`config.mk`:
```
export PLATFORM = sky130hd
export DESIGN_NAME = pc_unit
export DESIGN_NICKNAME = d
export VERILOG_FILES = /design/src/design/isa_pkg.sv /design/src/design/pc_unit.sv
export SDC_FILE = /design/constraint.sdc
export NUM_CORES = 1
export LEC_CHECK = 0
export ABC_AREA = 1
export BUFFER_PORTS_ARGS = -buffer_cell sky130_fd_sc_hd__buf_2
export CORE_ASPECT_RATIO = 0.9
export CORE_UTILIZATION = 36
export CTS_BUF_LIST = sky130_fd_sc_hd__clkbuf_2 sky130_fd_sc_hd__clkbuf_4 sky130_fd_sc_hd__clkbuf_8
export DETAILED_ROUTE_END_ITERATION = 7
export HOLD_SLACK_MARGIN = 0.03
export PLACE_DENSITY = 0.68
export SETUP_SLACK_MARGIN = 0.5
export SLEW_MARGIN = 15
export SYNTH_ARGS = -nofsm -noshare
export SYNTH_HDL_FRONTEND = slang
export SYNTH_SLANG_ARGS = --single-unit
export TNS_END_PERCENT = 1
```
`constraint.sdc`:
```
create_clock -name i_clk -period 1.3 [get_ports i_clk]
set_input_delay 0.13 -clock i_clk [delete_from_list [all_inputs] [get_ports i_clk]]
set_output_delay 0.13 -clock i_clk [all_outputs]
set_load 0.005 [all_outputs]
```
`src/design/isa_pkg.sv`:
```
package isa_pkg;

    // ------------------------------
    // Instruction format
    // ------------------------------

    localparam int INSTR_W = 32;

    // Opcode field sits in the top six bits
    localparam int OPCODE_MSB = 31;
    localparam int OPCODE_LSB = 26;

    typedef enum logic [5:0] {
        OP_RTYPE = 6'h00,
        OP_J     = 6'h02,
        OP_BEQ   = 6'h04,
        OP_HALT  = 6'h3f
    } opcode_e;

    // Full halt instruction as placed in program memory
    localparam logic [INSTR_W-1:0] HALT_WORD = '1;

    // ------------------------------
    // Fetch control
    // ------------------------------

    typedef enum logic [1:0] {
        FS_IDLE,
        FS_RUN,
        FS_HALTED
    } fetch_state_e;

endpackage

```
`src/design/pc_unit.sv`:
```
module pc_unit #(
    parameter int ADDR_W = 9
) (
    input  logic              i_clk,
    input  logic              i_rst,
    input  logic              i_run,
    input  logic              i_start,
    input  logic              i_branch_taken,
    input  logic [ADDR_W-1:0] i_branch_target,
    input  logic              i_jump,
    input  logic [ADDR_W-1:0] i_jump_target,
    input  logic              i_stall,
    input  logic              i_mem_halt,
    output logic [ADDR_W-1:0] o_fetch_addr,
    output logic [ADDR_W-1:0] o_pc,
    output logic              o_valid,
    output logic              o_halted
);
    import isa_pkg::*;

    fetch_state_e      state_q;
    fetch_state_e      state_d;
    logic [ADDR_W-1:0] pc_q;
    logic              valid_q;
    logic              active;

    // Fetch moves only while running and the current word is not a halt
    assign active = (state_q == FS_RUN) && i_run && !i_mem_halt;

    // ------------------------------
    // Next fetch address
    // ------------------------------

    always_comb begin
        if (i_start) begin
            o_fetch_addr = '0;
        end else if (!active) begin
            o_fetch_addr = pc_q;
        end else if (i_branch_taken) begin
            o_fetch_addr = i_branch_target;
        end else if (i_jump) begin
            o_fetch_addr = i_jump_target;
        end else if (i_stall) begin
            o_fetch_addr = pc_q;
        end else begin
            // Wraps at the memory depth
            o_fetch_addr = pc_q + 1'b1;
        end
    end

    // ------------------------------
    // Fetch state
    // ------------------------------

    always_comb begin
        state_d = state_q;
        if (i_start) begin
            state_d = FS_RUN;
        end else if (!i_run) begin
            state_d = FS_IDLE;
        end else if ((state_q == FS_RUN) && i_mem_halt) begin
            state_d = FS_HALTED;
        end
    end

    always_ff @(posedge i_clk) begin
        if (!i_rst) begin
            state_q <= FS_IDLE;
            pc_q    <= '0;
            valid_q <= 1'b0;
        end else begin
            state_q <= state_d;
            pc_q    <= o_fetch_addr;
            valid_q <= i_start || active;
        end
    end

    assign o_pc     = pc_q;
    assign o_valid  = valid_q && !i_mem_halt;
    // Halt shows in the same cycle the halt word leaves the memory
    assign o_halted = (state_q == FS_HALTED) || ((state_q == FS_RUN) && i_mem_halt);

endmodule

```
# After elaboration in Yosys (flattened, before gate mapping)
# Cells that the tools add are included.
dict set report op_classes {
  addsub 1
  n_eq_ne 3
  mux 8
  bitwise_logic 2
  reduce_logical 8
}
# op count
set ops {}
lappend ops {{9-bit two-way mux} 5}
lappend ops {{9-bit by 1-bit adder with 9-bit output, second input constant} 1}
lappend ops {{1-bit logical AND} 4}
lappend ops {{1-bit two-way mux} 3}
lappend ops {{3-bit by 1-bit inequality test with 1-bit output, second input constant} 1}
lappend ops {{3-bit OR reduction} 1}
lappend ops {{2-bit by 1-bit equality test with 1-bit output, second input constant} 1}
lappend ops {{2-bit equality test, second input constant} 1}
lappend ops {{1-bit logical OR} 2}
lappend ops {{1-bit inverter} 2}
lappend ops {{1-bit zero test} 1}
dict set report totals {
  ff_bits 12
  inputBits 26
  output_inout_bits 20
}

# Depth between registers and ports, before layout
dict set report logic_depth {
  depth_word 6
  mapped_depth 10
  mapped_depth_nobuf 10
}

# Worst setup path before layout
# No wires, ideal clock.
dict set report synth_path {
  kind {register to output}
  from {reg pc_q[0], in the netlist o_pc[0]}
  to {out o_fetch_addr[6]}
  arrival_time_ns 1.229
  slack_ns -0.059
  path_stages_with_launch 11
  path_buffers 0
  path_cell_list {dfxtp_1 ha_1 nand2_1 nor2_4 nand2_2 nand2_1 nand2_1 o21ai_1 nand2_1 nand2_1 inv_1}
}
dict set report synth_via {
  elab_chain_cells 6
}
# element line
set synth_lines {}
lappend synth_lines {{start, declared} pc_unit.sv:23} ;# logic [ADDR_W-1:0] pc_q;
lappend synth_lines {{start signal, assigned} pc_unit.sv:73} ;# pc_q <= o_fetch_addr;
lappend synth_lines {{9-bit by 1-bit adder with 9-bit output} pc_unit.sv:47} ;# o_fetch_addr = pc_q + 1'b1;
lappend synth_lines {{9-bit two-way mux} pc_unit.sv:43} ;# end else if (i_stall) begin
lappend synth_lines {{9-bit two-way mux} pc_unit.sv:41} ;# end else if (i_jump) begin
lappend synth_lines {{9-bit two-way mux} pc_unit.sv:39} ;# end else if (i_branch_taken) begin
lappend synth_lines {{9-bit two-way mux} pc_unit.sv:37} ;# end else if (!active) begin
lappend synth_lines {{9-bit two-way mux} pc_unit.sv:35} ;# if (i_start) begin
lappend synth_lines {{end, declared} pc_unit.sv:14} ;# output logic [ADDR_W-1:0] o_fetch_addr,
# Every way passes these cells.

# Worst setup path in the final report
dict set report layout_path {
  from {reg pc_q[1], in the netlist o_pc[1]}
  to {out o_fetch_addr[8]}
}
# Same word-level chain as after synthesis.

==> metrics.cfg <==
[power_and_ir_drop]
power_frac_seq_pct = 42.7
power_density_nw_per_um2 = 595.5
p_leak_nw = 0.7802
clockPowerShare_pct = 34.5
swShare_pct = 28.53
p_sw_mw = 0.2495
p_comb_share_pct = 22.8
internal_power_mw = 0.6252
peakVddDrop_mv = 0.4244
total_power_mw = 0.8747

[layout]
multi_input_area_sq_um = 649.4
seqCellArea_sq_um = 264.0
final_nets = 248
final_cells = 248
drive_gt1_share_pct = 48.64
syn_to_final_growth_pct = 56.95
antenna_cells = 0
final_common_cell = buf_2
mostFrequentLayoutCells = buf_2, nand2_1, nor2_1
fill_cells = 242
final_util_pct = 59.53

[cts]
cts_buffers = 3
cts.sinks = 12
cts_buffer_depth = 2
cts.reportedPaths.clkPinSlew_ns = 0.08
htreeDepth = 1
clkLatencyLatePin_ns = 0.27
clockRootBuffer = clkbuf_4
post_cts_buffers = 0
ctsHoldBuffers = 0
cts_tree = done

[routing]
drt_wl_total_um = 2941
initialDrtViolationCount = 55
vias = 1217
wl_per_cell_um = 11.86
drcViolationCount = 0
viasPerCell = 4.907
first_pass_iters = 4
postRouteAntennaNets = 0

[floorplan]
die_w_um = 55.75
fp.dieH_um = 50.37
rows = 17
die-area_sq_um = 2808
io_pins = 46
start_util_pct = 37.93
core_sq_um = 2467

[global_routing]
grt_pass1_wl_um = 4733
grt_max_degree = 13
antenna_found_initial = 0
grt_usage_pct = 21.35
overflow = 0
grt_pass1_vias = 1109

[setup_path]
critPathMaxFanout = 3
reg2reg_depth = 8
ff2ff_setup_slack_ns = 0.03
critPathMaxStageDelay_ns = 0.36
crit_chain = ha_4, nand2_4, nor2_4, nand2_2, nand2_1, nand2_1, o21ai_1, nand2_1, nand2_1, inv_1, buf_2
path_depth = 11
regToRegStartpoint = state_q[1]$_SDFFE_PP0P_
startpoint_type = flop
cp-end-kind = primary output
crit_top_cell = nand2_1
crit_start = o_pc[1]$_SDFF_PN0_
path_buf_inv = 2
cp_slowest_cell = dfxtp_4
r2r_end = o_pc[7]$_SDFF_PN0_
arrival_ns = 1.51
required_ns = 1.17
critPathTopFamily = simple AND/OR/NAND/NOR gates
path_class = flop to primary output

[worst_hold_path]
whs_path_depth = 3
hold_end = state_q[0]$_SDFFE_PN0P_
min-delay-start = i_run
hold_path_class = input pin to flop

[placed_design]
routabilityCongestion = 0.9003
dp_hpwl_um = 2268
place_ws_ns = -0.06189
portBuffers = 45
dp.cells = 244

[yosys]
synth_fp_nets = 182
synth_compound_area_share_pct = 19.92
synth_top_family_by_area = simple AND/OR/NAND/NOR gates
syn_area_sq_um = 935.9
syn-instance-count = 155
ys_warn_count = 0
synth_cell_types = 26
synthAdderAreaFrac_pct = 1.337
synthXorXnorAreaFrac_pct = 0.9358
yosys.area_share.simple_pct = 41.98
avgSynthCellArea_sq_um = 6.038
ys_seq_area_share_pct = 25.67
muxShareOfSynthArea_pct = 0
ys_ff_latch = 12

[timing]
slew_headroom_pct = 66.56
fin_tns_setup_ns = -2.465
period_share_pct = 125.8
setup-violations-final = 9
rsz0062_at_grt = true
skew_ns = 0.005092
finalMaxSlewViolations = 0
worstMarginPinSlew_ns = 0.5010
max_freq_ghz = 0.6115
fin_crit_ns = 1.635
layout_setup_ws_ns = -0.3353
hold_viol = 0

[status]
outcome = finished, violations left
violations = negative setup slack

[run]
cap_viol_max_count = 0

==> cells in the mapped netlist, drive strengths merged <==
master / instances / share of area [%]
o21ai: 10 / 5.3
xor2: 1 / 0.94
a21oi: 18 / 10
nand2: 44 / 19
a31oi: 1 / 0.67
a2111oi: 1 / 1.1
inv: 19 / 7.6
nor3: 1 / 0.53
clkinv: 2 / 0.80
clkbuf: 1 / 0.40
buf: 2 / 1.3
nor2: 26 / 14
ha: 1 / 1.3
o21bai: 1 / 0.80
dfxtp: 12 / 26
o211ai: 2 / 1.6
nand3: 13 / 8.8
==> layer usage <==
metal	vias up	track usage, %	wire, um	share of wire, %
met5	-	0	0	0
li1	628	-	-	-
met1	547	27.59	1365	46
met2	38	36.35	1402	48
met4	0	7.500	23	0.78
met3	4	3.093	150	5.1
==> through the flow <==
stage               instance area, sq um  hold slack (ns)
detailed placement                  1345           0.4300
CTS                                 1435           0.1223
global placement                    1345           0.4162
global route                        1469           0.1210
floorplan                          958.4           0.2140
finish                              1469           0.1250
==> cell type report <==
cell class	count	share of cell area [%]
Multi-Input combinational cell	119	44.21
Timing Repair Buffer	64	27.60
Sequential cell	12	17.97
Inverter	21	5.366
Clock buffer	4	2.470
Tap cell	28	2.385
==> worst max-delay path by stage <==
stage / end / slack, ns
after CTS: o_fetch_addr[8] / -0.35
after global placement: o_fetch_addr[8] / -0.05
after floorplan: o_fetch_addr[6] / 0.06
after global routing: o_fetch_addr[8] / -0.48
final: o_fetch_addr[8] / -0.34
after detailed placement: o_fetch_addr[8] / -0.06
==> state kept, by name, summed over array words and instances, names as in the netlist <==
name     count
o_pc         9
state_q      2
valid_q      1
==> worst reg2reg max path, delay by kind of cell (launching register included) <==
kind                   cells  cell delay, ns
and+or+nand+nor            4            0.47
buffers and inverters      3            0.32
AOI/OAI and AO/OA          1            0.10
DFF                        1            0.31
==> cells by family after synthesis <==
family | count (synthesis)
compound gates | 33
xor+xnor | 1
fa+ha+maj | 1
flops | 12
simple gates | 84
buf+inv | 24
==> power by group through the flow <==
stage	Combinational, mW	Sequential (mW)	Clock, mW
final	0.199	0.374	0.302
after global routing	0.220	0.375	0.347
after CTS	0.195	0.379	0.315
after detailed placement	0.187	0.386	0
after global placement	0.184	0.386	0
after floorplan	0.0872	0.389	0
==> what timing repair did <==
action / 4_1_cts / 5_1_grt
pin swaps: 4 / 5
resized for setup: 17 / 11
endpoints found under the setup margin: 32 / 32
endpoints found under the hold margin: 0 / 0
Power figures use the tool's default switching activity.
