==> src/design/isa_pkg.sv <==
package isa_pkg;

    // ------------------------------
    // Instruction format
    // ------------------------------

    localparam int INSTR_W = 32;

    // Opcode field sits in the top six bits
    localparam int OPCODE_MSB = 31;
    localparam int OPCODE_LSB = 26;

    typedef enum logic [5:0] {
        OP_RTYPE = 6'h00,
        OP_J     = 6'h02,
        OP_BEQ   = 6'h04,
        OP_HALT  = 6'h3f
    } opcode_e;

    // Full halt instruction as placed in program memory
    localparam logic [INSTR_W-1:0] HALT_WORD = '1;

    // ------------------------------
    // Fetch control
    // ------------------------------

    typedef enum logic [1:0] {
        FS_IDLE,
        FS_RUN,
        FS_HALTED
    } fetch_state_e;

endpackage

==> src/design/bus_pkg.sv <==
package bus_pkg;

    // ------------------------------
    // APB widths
    // ------------------------------

    localparam int APB_ADDR_W = 16;
    localparam int APB_DATA_W = 32;

    // ------------------------------
    // Register map
    // ------------------------------

    // Program memory occupies every offset below this one
    localparam logic [APB_ADDR_W-1:0] MEM_WINDOW_END = 16'h8000;

    localparam logic [APB_ADDR_W-1:0] CTRL_OFFSET   = 16'h8000;
    localparam logic [APB_ADDR_W-1:0] STATUS_OFFSET = 16'h8004;

    // Bit positions inside the control and status words
    localparam int CTRL_RUN_BIT      = 0;
    localparam int STATUS_HALTED_BIT = 0;
    localparam int STATUS_RUN_BIT    = 1;

    typedef enum logic [1:0] {
        AS_IDLE,
        AS_ACCESS,
        AS_READ_WAIT
    } apb_state_e;

endpackage

==> src/design/apb_prog_loader.sv <==
module apb_prog_loader #(
    parameter int ADDR_W = 9
) (
    input  logic                           i_clk,
    input  logic                           i_rst,
    input  logic                           i_psel,
    input  logic                           i_penable,
    input  logic                           i_pwrite,
    input  logic [bus_pkg::APB_ADDR_W-1:0] i_paddr,
    input  logic [bus_pkg::APB_DATA_W-1:0] i_pwdata,
    input  logic                           i_halted,
    input  logic [isa_pkg::INSTR_W-1:0]    i_load_rdata,
    output logic [bus_pkg::APB_DATA_W-1:0] o_prdata,
    output logic                           o_pready,
    output logic                           o_pslverr,
    output logic                           o_run,
    output logic                           o_start,
    output logic [ADDR_W-1:0]              o_load_addr,
    output logic [isa_pkg::INSTR_W-1:0]    o_load_wdata,
    output logic                           o_load_we
);
    import bus_pkg::*;

    apb_state_e state_q;
    apb_state_e state_d;
    logic       run_q;
    logic       start_q;
    logic       access;
    logic       is_mem;
    logic       is_ctrl;
    logic       is_status;
    logic       mem_read;

    // ------------------------------
    // Address decode
    // ------------------------------

    assign access    = (state_q == AS_ACCESS) && i_psel && i_penable;
    assign is_mem    = i_paddr < MEM_WINDOW_END;
    assign is_ctrl   = i_paddr == CTRL_OFFSET;
    assign is_status = i_paddr == STATUS_OFFSET;
    assign mem_read  = is_mem && !i_pwrite;

    always_comb begin
        state_d = state_q;
        case (state_q)
            AS_IDLE: begin
                if (i_psel && !i_penable) begin
                    state_d = AS_ACCESS;
                end
            end
            AS_ACCESS: begin
                if (!i_psel) begin
                    state_d = AS_IDLE;
                end else if (i_penable) begin
                    // RAM read data shows up one cycle later
                    state_d = mem_read ? AS_READ_WAIT : AS_IDLE;
                end
            end
            AS_READ_WAIT: state_d = AS_IDLE;
            default:      state_d = AS_IDLE;
        endcase
    end

    // ------------------------------
    // APB response
    // ------------------------------

    assign o_pready  = (access && !mem_read) || (state_q == AS_READ_WAIT);
    assign o_pslverr = access && is_mem && i_pwrite && run_q;

    always_comb begin
        o_prdata = '0;
        if (state_q == AS_READ_WAIT) begin
            o_prdata = i_load_rdata;
        end else if (access && !i_pwrite) begin
            if (is_ctrl) begin
                o_prdata[CTRL_RUN_BIT] = run_q;
            end else if (is_status) begin
                o_prdata[STATUS_HALTED_BIT] = i_halted;
                o_prdata[STATUS_RUN_BIT]    = run_q;
            end
        end
    end

    // Program writes are refused while the core fetches
    assign o_load_we    = access && is_mem && i_pwrite && !run_q;
    assign o_load_addr  = i_paddr[ADDR_W+1:2];
    assign o_load_wdata = i_pwdata;

    always_ff @(posedge i_clk) begin
        if (!i_rst) begin
            state_q <= AS_IDLE;
            run_q   <= 1'b0;
            start_q <= 1'b0;
        end else begin
            state_q <= state_d;
            start_q <= 1'b0;
            if (access && i_pwrite && is_ctrl) begin
                run_q   <= i_pwdata[CTRL_RUN_BIT];
                start_q <= i_pwdata[CTRL_RUN_BIT] && !run_q;
            end
        end
    end

    assign o_run   = run_q;
    assign o_start = start_q;

endmodule

==> config.mk <==
export PLATFORM = sky130hd
export DESIGN_NAME = apb_prog_loader
export DESIGN_NICKNAME = d
export VERILOG_FILES = /design/src/design/isa_pkg.sv /design/src/design/bus_pkg.sv /design/src/design/apb_prog_loader.sv
export SDC_FILE = /design/constraint.sdc
export NUM_CORES = 1
export LEC_CHECK = 0
export BUFFER_PORTS_ARGS = -buffer_cell sky130_fd_sc_hd__buf_2
export CAP_MARGIN = 25
export CORE_AREA = 2 2 64 66
export DETAILED_ROUTE_END_ITERATION = 6
export DIE_AREA = 0 0 66 68
export PLACE_DENSITY_LB_ADDON = 0.05
export SLEW_MARGIN = 20
export SYNTH_ARGS = -nofsm -noshare
export SYNTH_HDL_FRONTEND = slang
export SYNTH_SLANG_ARGS = --single-unit
export TNS_END_PERCENT = 20
==> constraint.sdc <==
create_clock -name i_clk -period 3.25 [get_ports i_clk]
set_input_delay 0.1625 -clock i_clk [delete_from_list [all_inputs] [get_ports i_clk]]
set_output_delay 0.1625 -clock i_clk [all_outputs]
set_load 0.005 [all_outputs]
# Word-level counts from Yosys, hierarchy flattened

Cells that the tools add are included.

Flip-flop bits (word level): 4
Output and inout port bits: 78
Word-level logic and storage cells: 42

Reductions and logical operators: 21
Equal/unequal tests: 6
Muxes and demuxes: 11
Magnitude comparators: 1

Operators by type and width:

| cell                                                             | count |
|---|---|
| 16-bit == test (second input constant)                           | 2 |
| 30-bit two-way mux                                               | 1 |
| 16-bit < comparator (second input constant)                      | 1 |
| 2-bit two-way mux                                                | 7 |
| 1-bit logical AND                                                | 13 |
| 1-bit logical NOT                                                | 4 |
| 2-bit one-hot mux with 2 select lines                            | 1 |
| 2-bit AND reduction                                              | 2 |
| 3-bit != test (second input constant)                            | 1 |
| 2-bit by 1-bit == test with 1-bit output (second input constant) | 1 |
| 2-bit == test (second input constant)                            | 1 |
| 2-bit logical NOT                                                | 1 |
| 1-bit two-way mux                                                | 2 |
| 2-bit != test (second input constant)                            | 1 |
| 1-bit logical OR                                                 | 1 |

# Logic depth before layout (Yosys ltp)

Gate-level depths: netlist of the first run.

Depth in word-level cells: 6
Gate-level depth with buffers: 4

# Worst setup path before layout of the first run

Ideal clock, no wire load.

Path type: input port to output port
Start point: in i_paddr[9] (netlist bit)
End point: out o_prdata[0] (netlist bit)
Arrival time: 1,328 ps
Setup slack: 1,759 ps
Stages: 4
Buffers on the path: 0
Cell sequence: or4_4 -> nor4_4 -> nand2_1 -> o31ai_1

Word-level cells in the longest chain between the ends: 5

Ends and longest elaborated chain:

| what                  | RTL line              | RTL |
|---|---|---|
| start, declared       | apb_prog_loader.sv:9  | `input logic [bus_pkg::APB_ADDR_W-1:0] i_paddr,` |
| 16-bit == test        | apb_prog_loader.sv:41 | `assign is_status = i_paddr == STATUS_OFFSET;` |
| 2-bit two-way mux     | apb_prog_loader.sv:79 | `end else if (is_status) begin` |
| 1-bit two-way mux (*) | apb_prog_loader.sv:77 | `if (is_ctrl) begin` |
| 2-bit two-way mux (*) | apb_prog_loader.sv:76 | `end else if (access && !i_pwrite) begin` |
| 2-bit two-way mux (*) | apb_prog_loader.sv:74 | `if (state_q == AS_READ_WAIT) begin` |
| end, declared         | apb_prog_loader.sv:13 | `output logic [bus_pkg::APB_DATA_W-1:0] o_prdata,` |

Mark *: on every way between the ends. The rest lies on a longest branch, timed or not.

# Final worst setup path of the first run

Start point: reg state_q[1]
End point: out o_prdata[27] (netlist bit)

Word-level cells in the longest chain between the ends: 2

Ends and longest elaborated chain:

| what                   | RTL line              | RTL |
|---|---|---|
| start, declared        | apb_prog_loader.sv:24 | `apb_state_e state_q;` |
| start signal, assigned | apb_prog_loader.sv:97 | `state_q <= state_d;` |
| 2-bit == test          | apb_prog_loader.sv:74 |  |
| 30-bit two-way mux     | apb_prog_loader.sv:74 |  |

Every way passes these cells.

==> summary.md, run 1 <==
| Metric | Value |
|---|---|
| Critical path's slowest cell | nor2b_1 |
| IO Pins | between 150 and 200 |
| Final net count | roughly 260 |
| Post-synthesis cell type count | 20 |
| Most frequent cells in the layout | buf_2, and2_1, nand2_1 |
| Placer congestion estimate | 0.689 |
| CTS tree | done |
| Fill cells | between 400 and 500 |
| # DRC | 0 |
| CTS root buffer | clkbuf_8 |
| GRT Total Usage | under 10% |
| Type of origin of the critical path | register |
| Max H-tree Level | 1 |
| # rows | 23 |
| Measured slew at the worst slew-check pin | between 0.6 and 0.7 ns |
| Largest net degree at the start of global routing | 21 |
| Crit-path cells | nor2b_1 > buf_4 > and2_1 > buf_2 |
| Vias | around 890 |
| Via-to-Cell Ratio | a little over 4 |
| Worst setup EP type | primary output |
| Initial antenna violation count | 0 |
| Commonest non-fill, non-tap cell in the layout | buf_2 |
| Max Slew Vio Count | 0 |
| Worst-skew pair later-pin latency | ~0.21 ns |
| CTS sink count | 4 |
| Setup_tns | 0 ns |
| CP Class | reg -> out |
| Post-cts sizing count | 0 |
| Min Clock Period, post-route | between 1.5 and 2 ns |
| Final Hold Fails | 0 |
| Remaining Overflow, GRT | 0 |
| Worst Skew | 0.00163 ns |
| Die Span Y | a little under 70 um |
| Syn nets | between 150 and 200 |
| Max cap viols | 0 |
| Slew HR | between 50% and 60% |
| Sequential fraction of the synthesis area | about 9.8% |
| #FFs+latches synth | 4 |
| Die width | about 66 um |
| Mux share of post-synthesis cell area | between 1 and 1.5% |
| HP Class | in -> reg |
| Fin Hold WS | approximately 0.17 ns |
| IR drop worst, VDD | about 0.14 mV |
| Post-Syn Area per Cell | roughly 7.5 um^2 |
| Maximum operating frequency | approximately 550 MHz |
| Adder-Cell Fraction of Synth Area | 0% |
| Main combinational cell family by area after synthesis | simple AND/OR/NAND/NOR gates |
| Status | finished, final reports clean |
| Critical path data arrival time | ~1.7 ns |
| Area added between synthesis and finish | 36.6% |
| Max FO, Critical Path | 20 |
| Final Setup Violations | 0 |
| Vias in the first global route | 738 |
| Full die area | 4490 um^2 |
| Slowest cell delay on critical path | between 0.5 and 0.6 ns |
| Synth Area in Simple Gates | a little under half |
| CORE AREA | 3860 um^2 |
| Post-synthesis xor/xnor area fraction | 0% |
| Clk pin slew, worst setup/hold paths | around 0.030 ns |
| Max clock buf depth | 2 |
| Drt wl/cell | approximately 11 um |
| Initial core utilization | approximately a fifth |
| Drt total wl | between 2000 and 2500 um |
| Compound-gate portion of the synthesized area | ~4.3% |
| Cts bufs inserted | 3 |
| N_diodes | 0 |
| IO buf count | ~100 |
| Hold-fix buffers, CTS | 0 |
| PD cells | ~180 nW/um^2 |
| First-pass DRT Iterations | 3 |
| Buf+Inv Stages, Crit Path | 2 |
| RSZ-0062 raised after global routing | no |
| Share of cells above drive strength 1 | between 60% and 70% |
| Initial DRC Count | 10 |
| Synth Cell Area | approximately 810 um^2 |
| Critical path required time | roughly 3.1 ns |
| Cell family with most CP delay | simple AND/OR/NAND/NOR gates |
| Postcts setup bufs | 0 |
| Post-Syn Instances | roughly 110 |
| Final Cycle Share | a little under three fifths |
| Yosys warning total | 0 |
| Lkg Pwr | about 0.00068 uW |
| DRT antenna net count | 0 |
| First-pass GRT wire length | approximately 3200 um |
## worst paths after layout
path / endpoint / slack, ns / depth (start not counted) / from
setup reg to reg: o_run / 2.06 / 4 / state_q[1]
setup / recovery: o_prdata[27] / 1.43 / 4 / state_q[1]
hold reg to reg: state_q[0] / 0.43 / 1 / state_q[1]
hold / removal: state_q[0] / 0.17 / 2 / i_penable
## final cells by class
class	count	area [um^2]	area share, %
Clock buffer	3	41.3	3.71
Multi-Input combinational cell	60	415	37.3
Sequential cell	4	80.1	7.20
Tap cell	50	62.6	5.62
Timing Repair Buffer	102	513	46.1
## per-stage QoR
step                      setup WS, ns  power [uW]  instances  instance area [um^2]  utilization [%]
after global routing              1.24         218        219                  1110             28.8
after detailed placement          1.47         103        216                  1070             27.8
after CTS                         1.37         209        219                  1110             28.8
after floorplan                   1.76        99.5        108                   815                -
after global placement            1.51         102        216                  1070             27.8
final                             1.43         204        219                  1110             28.8
## worst register-to-register path: stages, from the launching register on
cell      delay, ns
dfxtp_1        0.30
nand4b_4       0.22
nor4_4         0.26
nand4b_1       0.16
mux2i_1        0.14
## routing by layer
metal	global-route usage, %	wire [um]	up-vias
li1	-	-	432
met1	8.33	768	375
met2	17.8	1200	74
met3	2.63	361	10
met4	4.59	34	0
met5	0	0	-
## cell families (layout without fill, tap and decap cells)
family	count (synthesis)	in the layout
mux	1	1
simple gates	55	55
flops	4	4
compound gates	4	4
buf+inv	44	105
## where the power goes
part	switching [uW]	total, uW	internal [uW]
Combinational	19.2	51.1	31.9
Sequential	0.469	50.5	50.0
Clock	23.5	102	78.8
## sequential cells by signal, indices dropped and copies added, names as in the netlist
signal / flops
state_q: 2
o_run: 1
o_start: 1
## cells in the mapped netlist
master | count | share of area, %
nand2b_1 | 2 | 1.5
or4_1 | 2 | 1.8
nor4bb_1 | 2 | 2.5
nand4b_4 | 1 | 2.9
nand2_1 | 8 | 3.7
dfxtp_1 | 4 | 9.8
nor2b_1 | 1 | 0.77
clkbuf_1 | 3 | 1.4
buf_4 | 41 | 38
nand4b_1 | 1 | 1.1
nor4b_1 | 2 | 2.2
nor3_1 | 1 | 0.61
mux2i_1 | 1 | 1.2
nor2_1 | 3 | 1.4
or4_4 | 1 | 1.4
o21bai_1 | 1 | 0.92
o31ai_1 | 2 | 1.8
o31ai_2 | 1 | 1.5
and2_1 | 30 | 23
nor4_4 | 1 | 2.6
Power figures use the tool's default switching activity.
==> inputs of run 2 (changes only) <==
Clock period 3.25 ns to 1.7 ns, I/O delays scaled along.
==> run 2 against run 1 <==
  * Flip-flop and latch count unchanged
  * Die area unchanged
  * Critical endpoint is now o_prdata[1]
  * Routed wire length increased by 1.6%
  * Global-route usage unchanged
==> summary.md, run 2 (synthesis gave the netlist of run 1 again) <==
| Metric | Value |
|---|---|
| Switching part of the total | 21.2% (about the same) |
| Worst R2R Setup Slack | 0.50 ns (was 2.06 ns) |
| Reg2Reg Depth | 4 (unchanged) |
| IR drop worst, VDD | 0.133 mV (was 0.136 mV) |
| Net Switching | 82.5 uW (was 43.2 uW) |
| Fin Hold WS | 0.0970 ns (was 0.166 ns) |
| GRT Total Usage | 8.99% (unchanged) |
| IO Pins | 164 (unchanged) |
| Initial core utilization | 21.1% (unchanged) |
| # DRC | 0 (unchanged) |
| Max H-tree Level | 1 (unchanged) |
| IO buf count | 101 (unchanged) |
| Measured slew at the worst slew-check pin | 0.273 ns (was 0.667 ns) |
| Die width | 66 um (unchanged) |
| Final Cycle Share | between 90% and 100% |
| Flop pwr share | 24.8% (about the same) |
| Area added between synthesis and finish | 38.4% (was 36.6%) |
| Slew HR | 81.6% (was 55.5%) |
| Maximum operating frequency | slightly above 600 MHz |
| Clk pwr share | 50.0% (was 50.2%) |
| Setup slack after layout | 0.0949 ns (was 1.43 ns) |
| Placed insts | 217 (was 216) |
| Postcts setup bufs | 0 (unchanged) |
| CTS tree | done (unchanged) |
| Largest net degree at the start of global routing | 21 (unchanged) |
| Critical path required time | 1.62 ns (was 3.09 ns) |
| Worst Skew | 0.000805 ns (was 0.00163 ns) |
| Post-cts sizing count | 0 (unchanged) |
| Crit-path cells | buf_2 > or4_4 > nor4_4 > nand2_2 > o31ai_2 > buf_2 (was nor2b_1 > buf_4 > and2_1 > buf_2) |
| Hold-critical path depth | 2 (unchanged) |
| N_diodes | 0 (unchanged) |
| Utilization after layout | 29.2% (was 28.8%) |
| Die Span Y | 68 um (unchanged) |
| Min Clock Period, post-route | ~1.6 ns |
| Clk pin slew, worst setup/hold paths | 0.03 ns (about the same) |
| Vias | 906 (was 891) |
| Lkg Pwr | 0.000684 uW (was 0.000675 uW) |
| CTS root buffer | clkbuf_8 (unchanged) |
| Cts bufs inserted | 3 (unchanged) |
| Logic pwr share | 25.3% (was 25.1%) |
| Critical path's slowest cell | or4_4 (was nor2b_1) |
| CORE AREA | 3860 um^2 (unchanged) |
| Max reg flops | 2 (unchanged) |
| Initial DRC Count | 7 (was 10) |
| Int Pwr | 307 uW (was 161 uW) |
| PD cells | 346 nW/um^2 (was 183 nW/um^2) |
| Cell family with most CP delay | simple AND/OR/NAND/NOR gates (unchanged) |
| Remaining Overflow, GRT | 0 (unchanged) |
| Max FO, Critical Path | 3 (was 20) |
| First-pass DRT Iterations | 4 (was 3) |
| Fill cells | 429 (was 443) |
| CP Class | in -> out (was reg -> out) |
| # rows | 23 (unchanged) |
| Critical path depth in cells | 6 (was 4) |
| Buf+Inv Stages, Crit Path | 2 (unchanged) |
| Full die area | 4490 um^2 (unchanged) |
| Final Hold Fails | 0 (unchanged) |
| Worst setup EP type | primary output (unchanged) |
| Type of origin of the critical path | primary input (was register) |
| Area after DPL | 1080 um^2 (was 1070 um^2) |
| Placer congestion estimate | 0.691 (was 0.689) |
| Initial antenna violation count | 0 (unchanged) |
| Hold-fix buffers, CTS | 0 (unchanged) |
| Slowest cell delay on critical path | 0.55 ns (was 0.56 ns) |
| RSZ-0062 raised after global routing | yes (was no) |
| Worst-skew pair later-pin latency | 0.21 ns (about the same) |
| Drt wl/cell | 10.9 um (was 10.8 um) |
| Most flops, register | state_q (unchanged) |
| Final Setup Violations | 0 (unchanged) |
| Max clock buf depth | 2 (unchanged) |
| Commonest non-fill, non-tap cell in the layout | buf_2 (unchanged) |
| First-pass GRT wire length | 3170 um (was 3150 um) |
| HP Class | in -> reg (unchanged) |
| Vias in the first global route | 778 (was 738) |
| CTS sink count | 4 (unchanged) |
| Critical path data arrival time | 1.52 ns (was 1.66 ns) |
| Count of non-filler cells in the finished layout | 220 (was 219) |
| Design area | 1130 um^2 (was 1110 um^2) |
| Most frequent cells in the layout | buf_2, and2_1, nand2_1 (unchanged) |
| Setup WS pre-CTS | 0.0676 ns (was 1.47 ns) |
| Status | finished, final reports clean (unchanged) |
| DRT antenna net count | 0 (unchanged) |
| Drt total wl | 2400 um (was 2360 um) |
| Max Slew Vio Count | 0 (unchanged) |
| Via-to-Cell Ratio | 4.12 (was 4.07) |
| Max cap viols | 0 (unchanged) |
| Share of cells above drive strength 1 | 65.9% (was 64.5%) |
| Final net count | 258 (was 257) |
| Cell mode on critical path | buf_2 |
| DP HPWL | 2120 um |
==> run 2: changes by cell type in the layout (fill, tap and decap cells not counted) <==
| cell | change |
|---|---|
| buf_4 | +1 |
| nand2_1 | -1 |
| nand2_2 | +1 |
| o31ai_1 | -1 |
| o31ai_2 | +1 |
==> run 2: layout make-up <==
cell class                      instances  area, um^2  area share [%]
Timing Repair Buffer                  103         520            46.2
Multi-Input combinational cell         60         423            37.5
Sequential cell                         4        80.1            7.10
Tap cell                               50        62.6            5.55
Clock buffer                            3        41.3            3.66
==> run 2: per-layer routing <==
metal	vias to the layer above	track usage, %	wire [um]
met1	384	8.43	764
met3	12	2.30	372
li1	434	-	-
met5	-	0	0
met4	0	5.36	53
met2	76	17.6	1210
==> run 2: metrics by stage <==
| step | setup TNS (ns) | power (uW) |
|---|---|---|
| floorplan | 0 | 190 |
| global placement | 0 | 196 |
| detailed placement | 0 | 197 |
| CTS | 0 | 400 |
| global route | -0.0291 | 417 |
| finish | 0 | 390 |
==> run 2: worst paths after layout <==
check | from | endpoint
hold reg to reg | state_q[1] | state_q[0]
setup / recovery | i_paddr[9] | o_prdata[1]
hold / removal | i_penable | state_q[0]
setup reg to reg | state_q[1] | o_run
==> run 2: worst register-to-register path, delay by kind of cell, from the launching register on <==
family	cells	cell delay, ns
simple gates	3	0.64
flops	1	0.30
mux	1	0.14
==> run 2: power groups by stage <==
stage	clock [uW]	combinational (uW)	sequential (uW)
floorplan	0	92.5	97.7
global placement	0	98.3	97.8
detailed placement	0	99.4	97.8
CTS	204	99.9	96.6
global route	211	109	96.5
finish	195	98.4	96.6
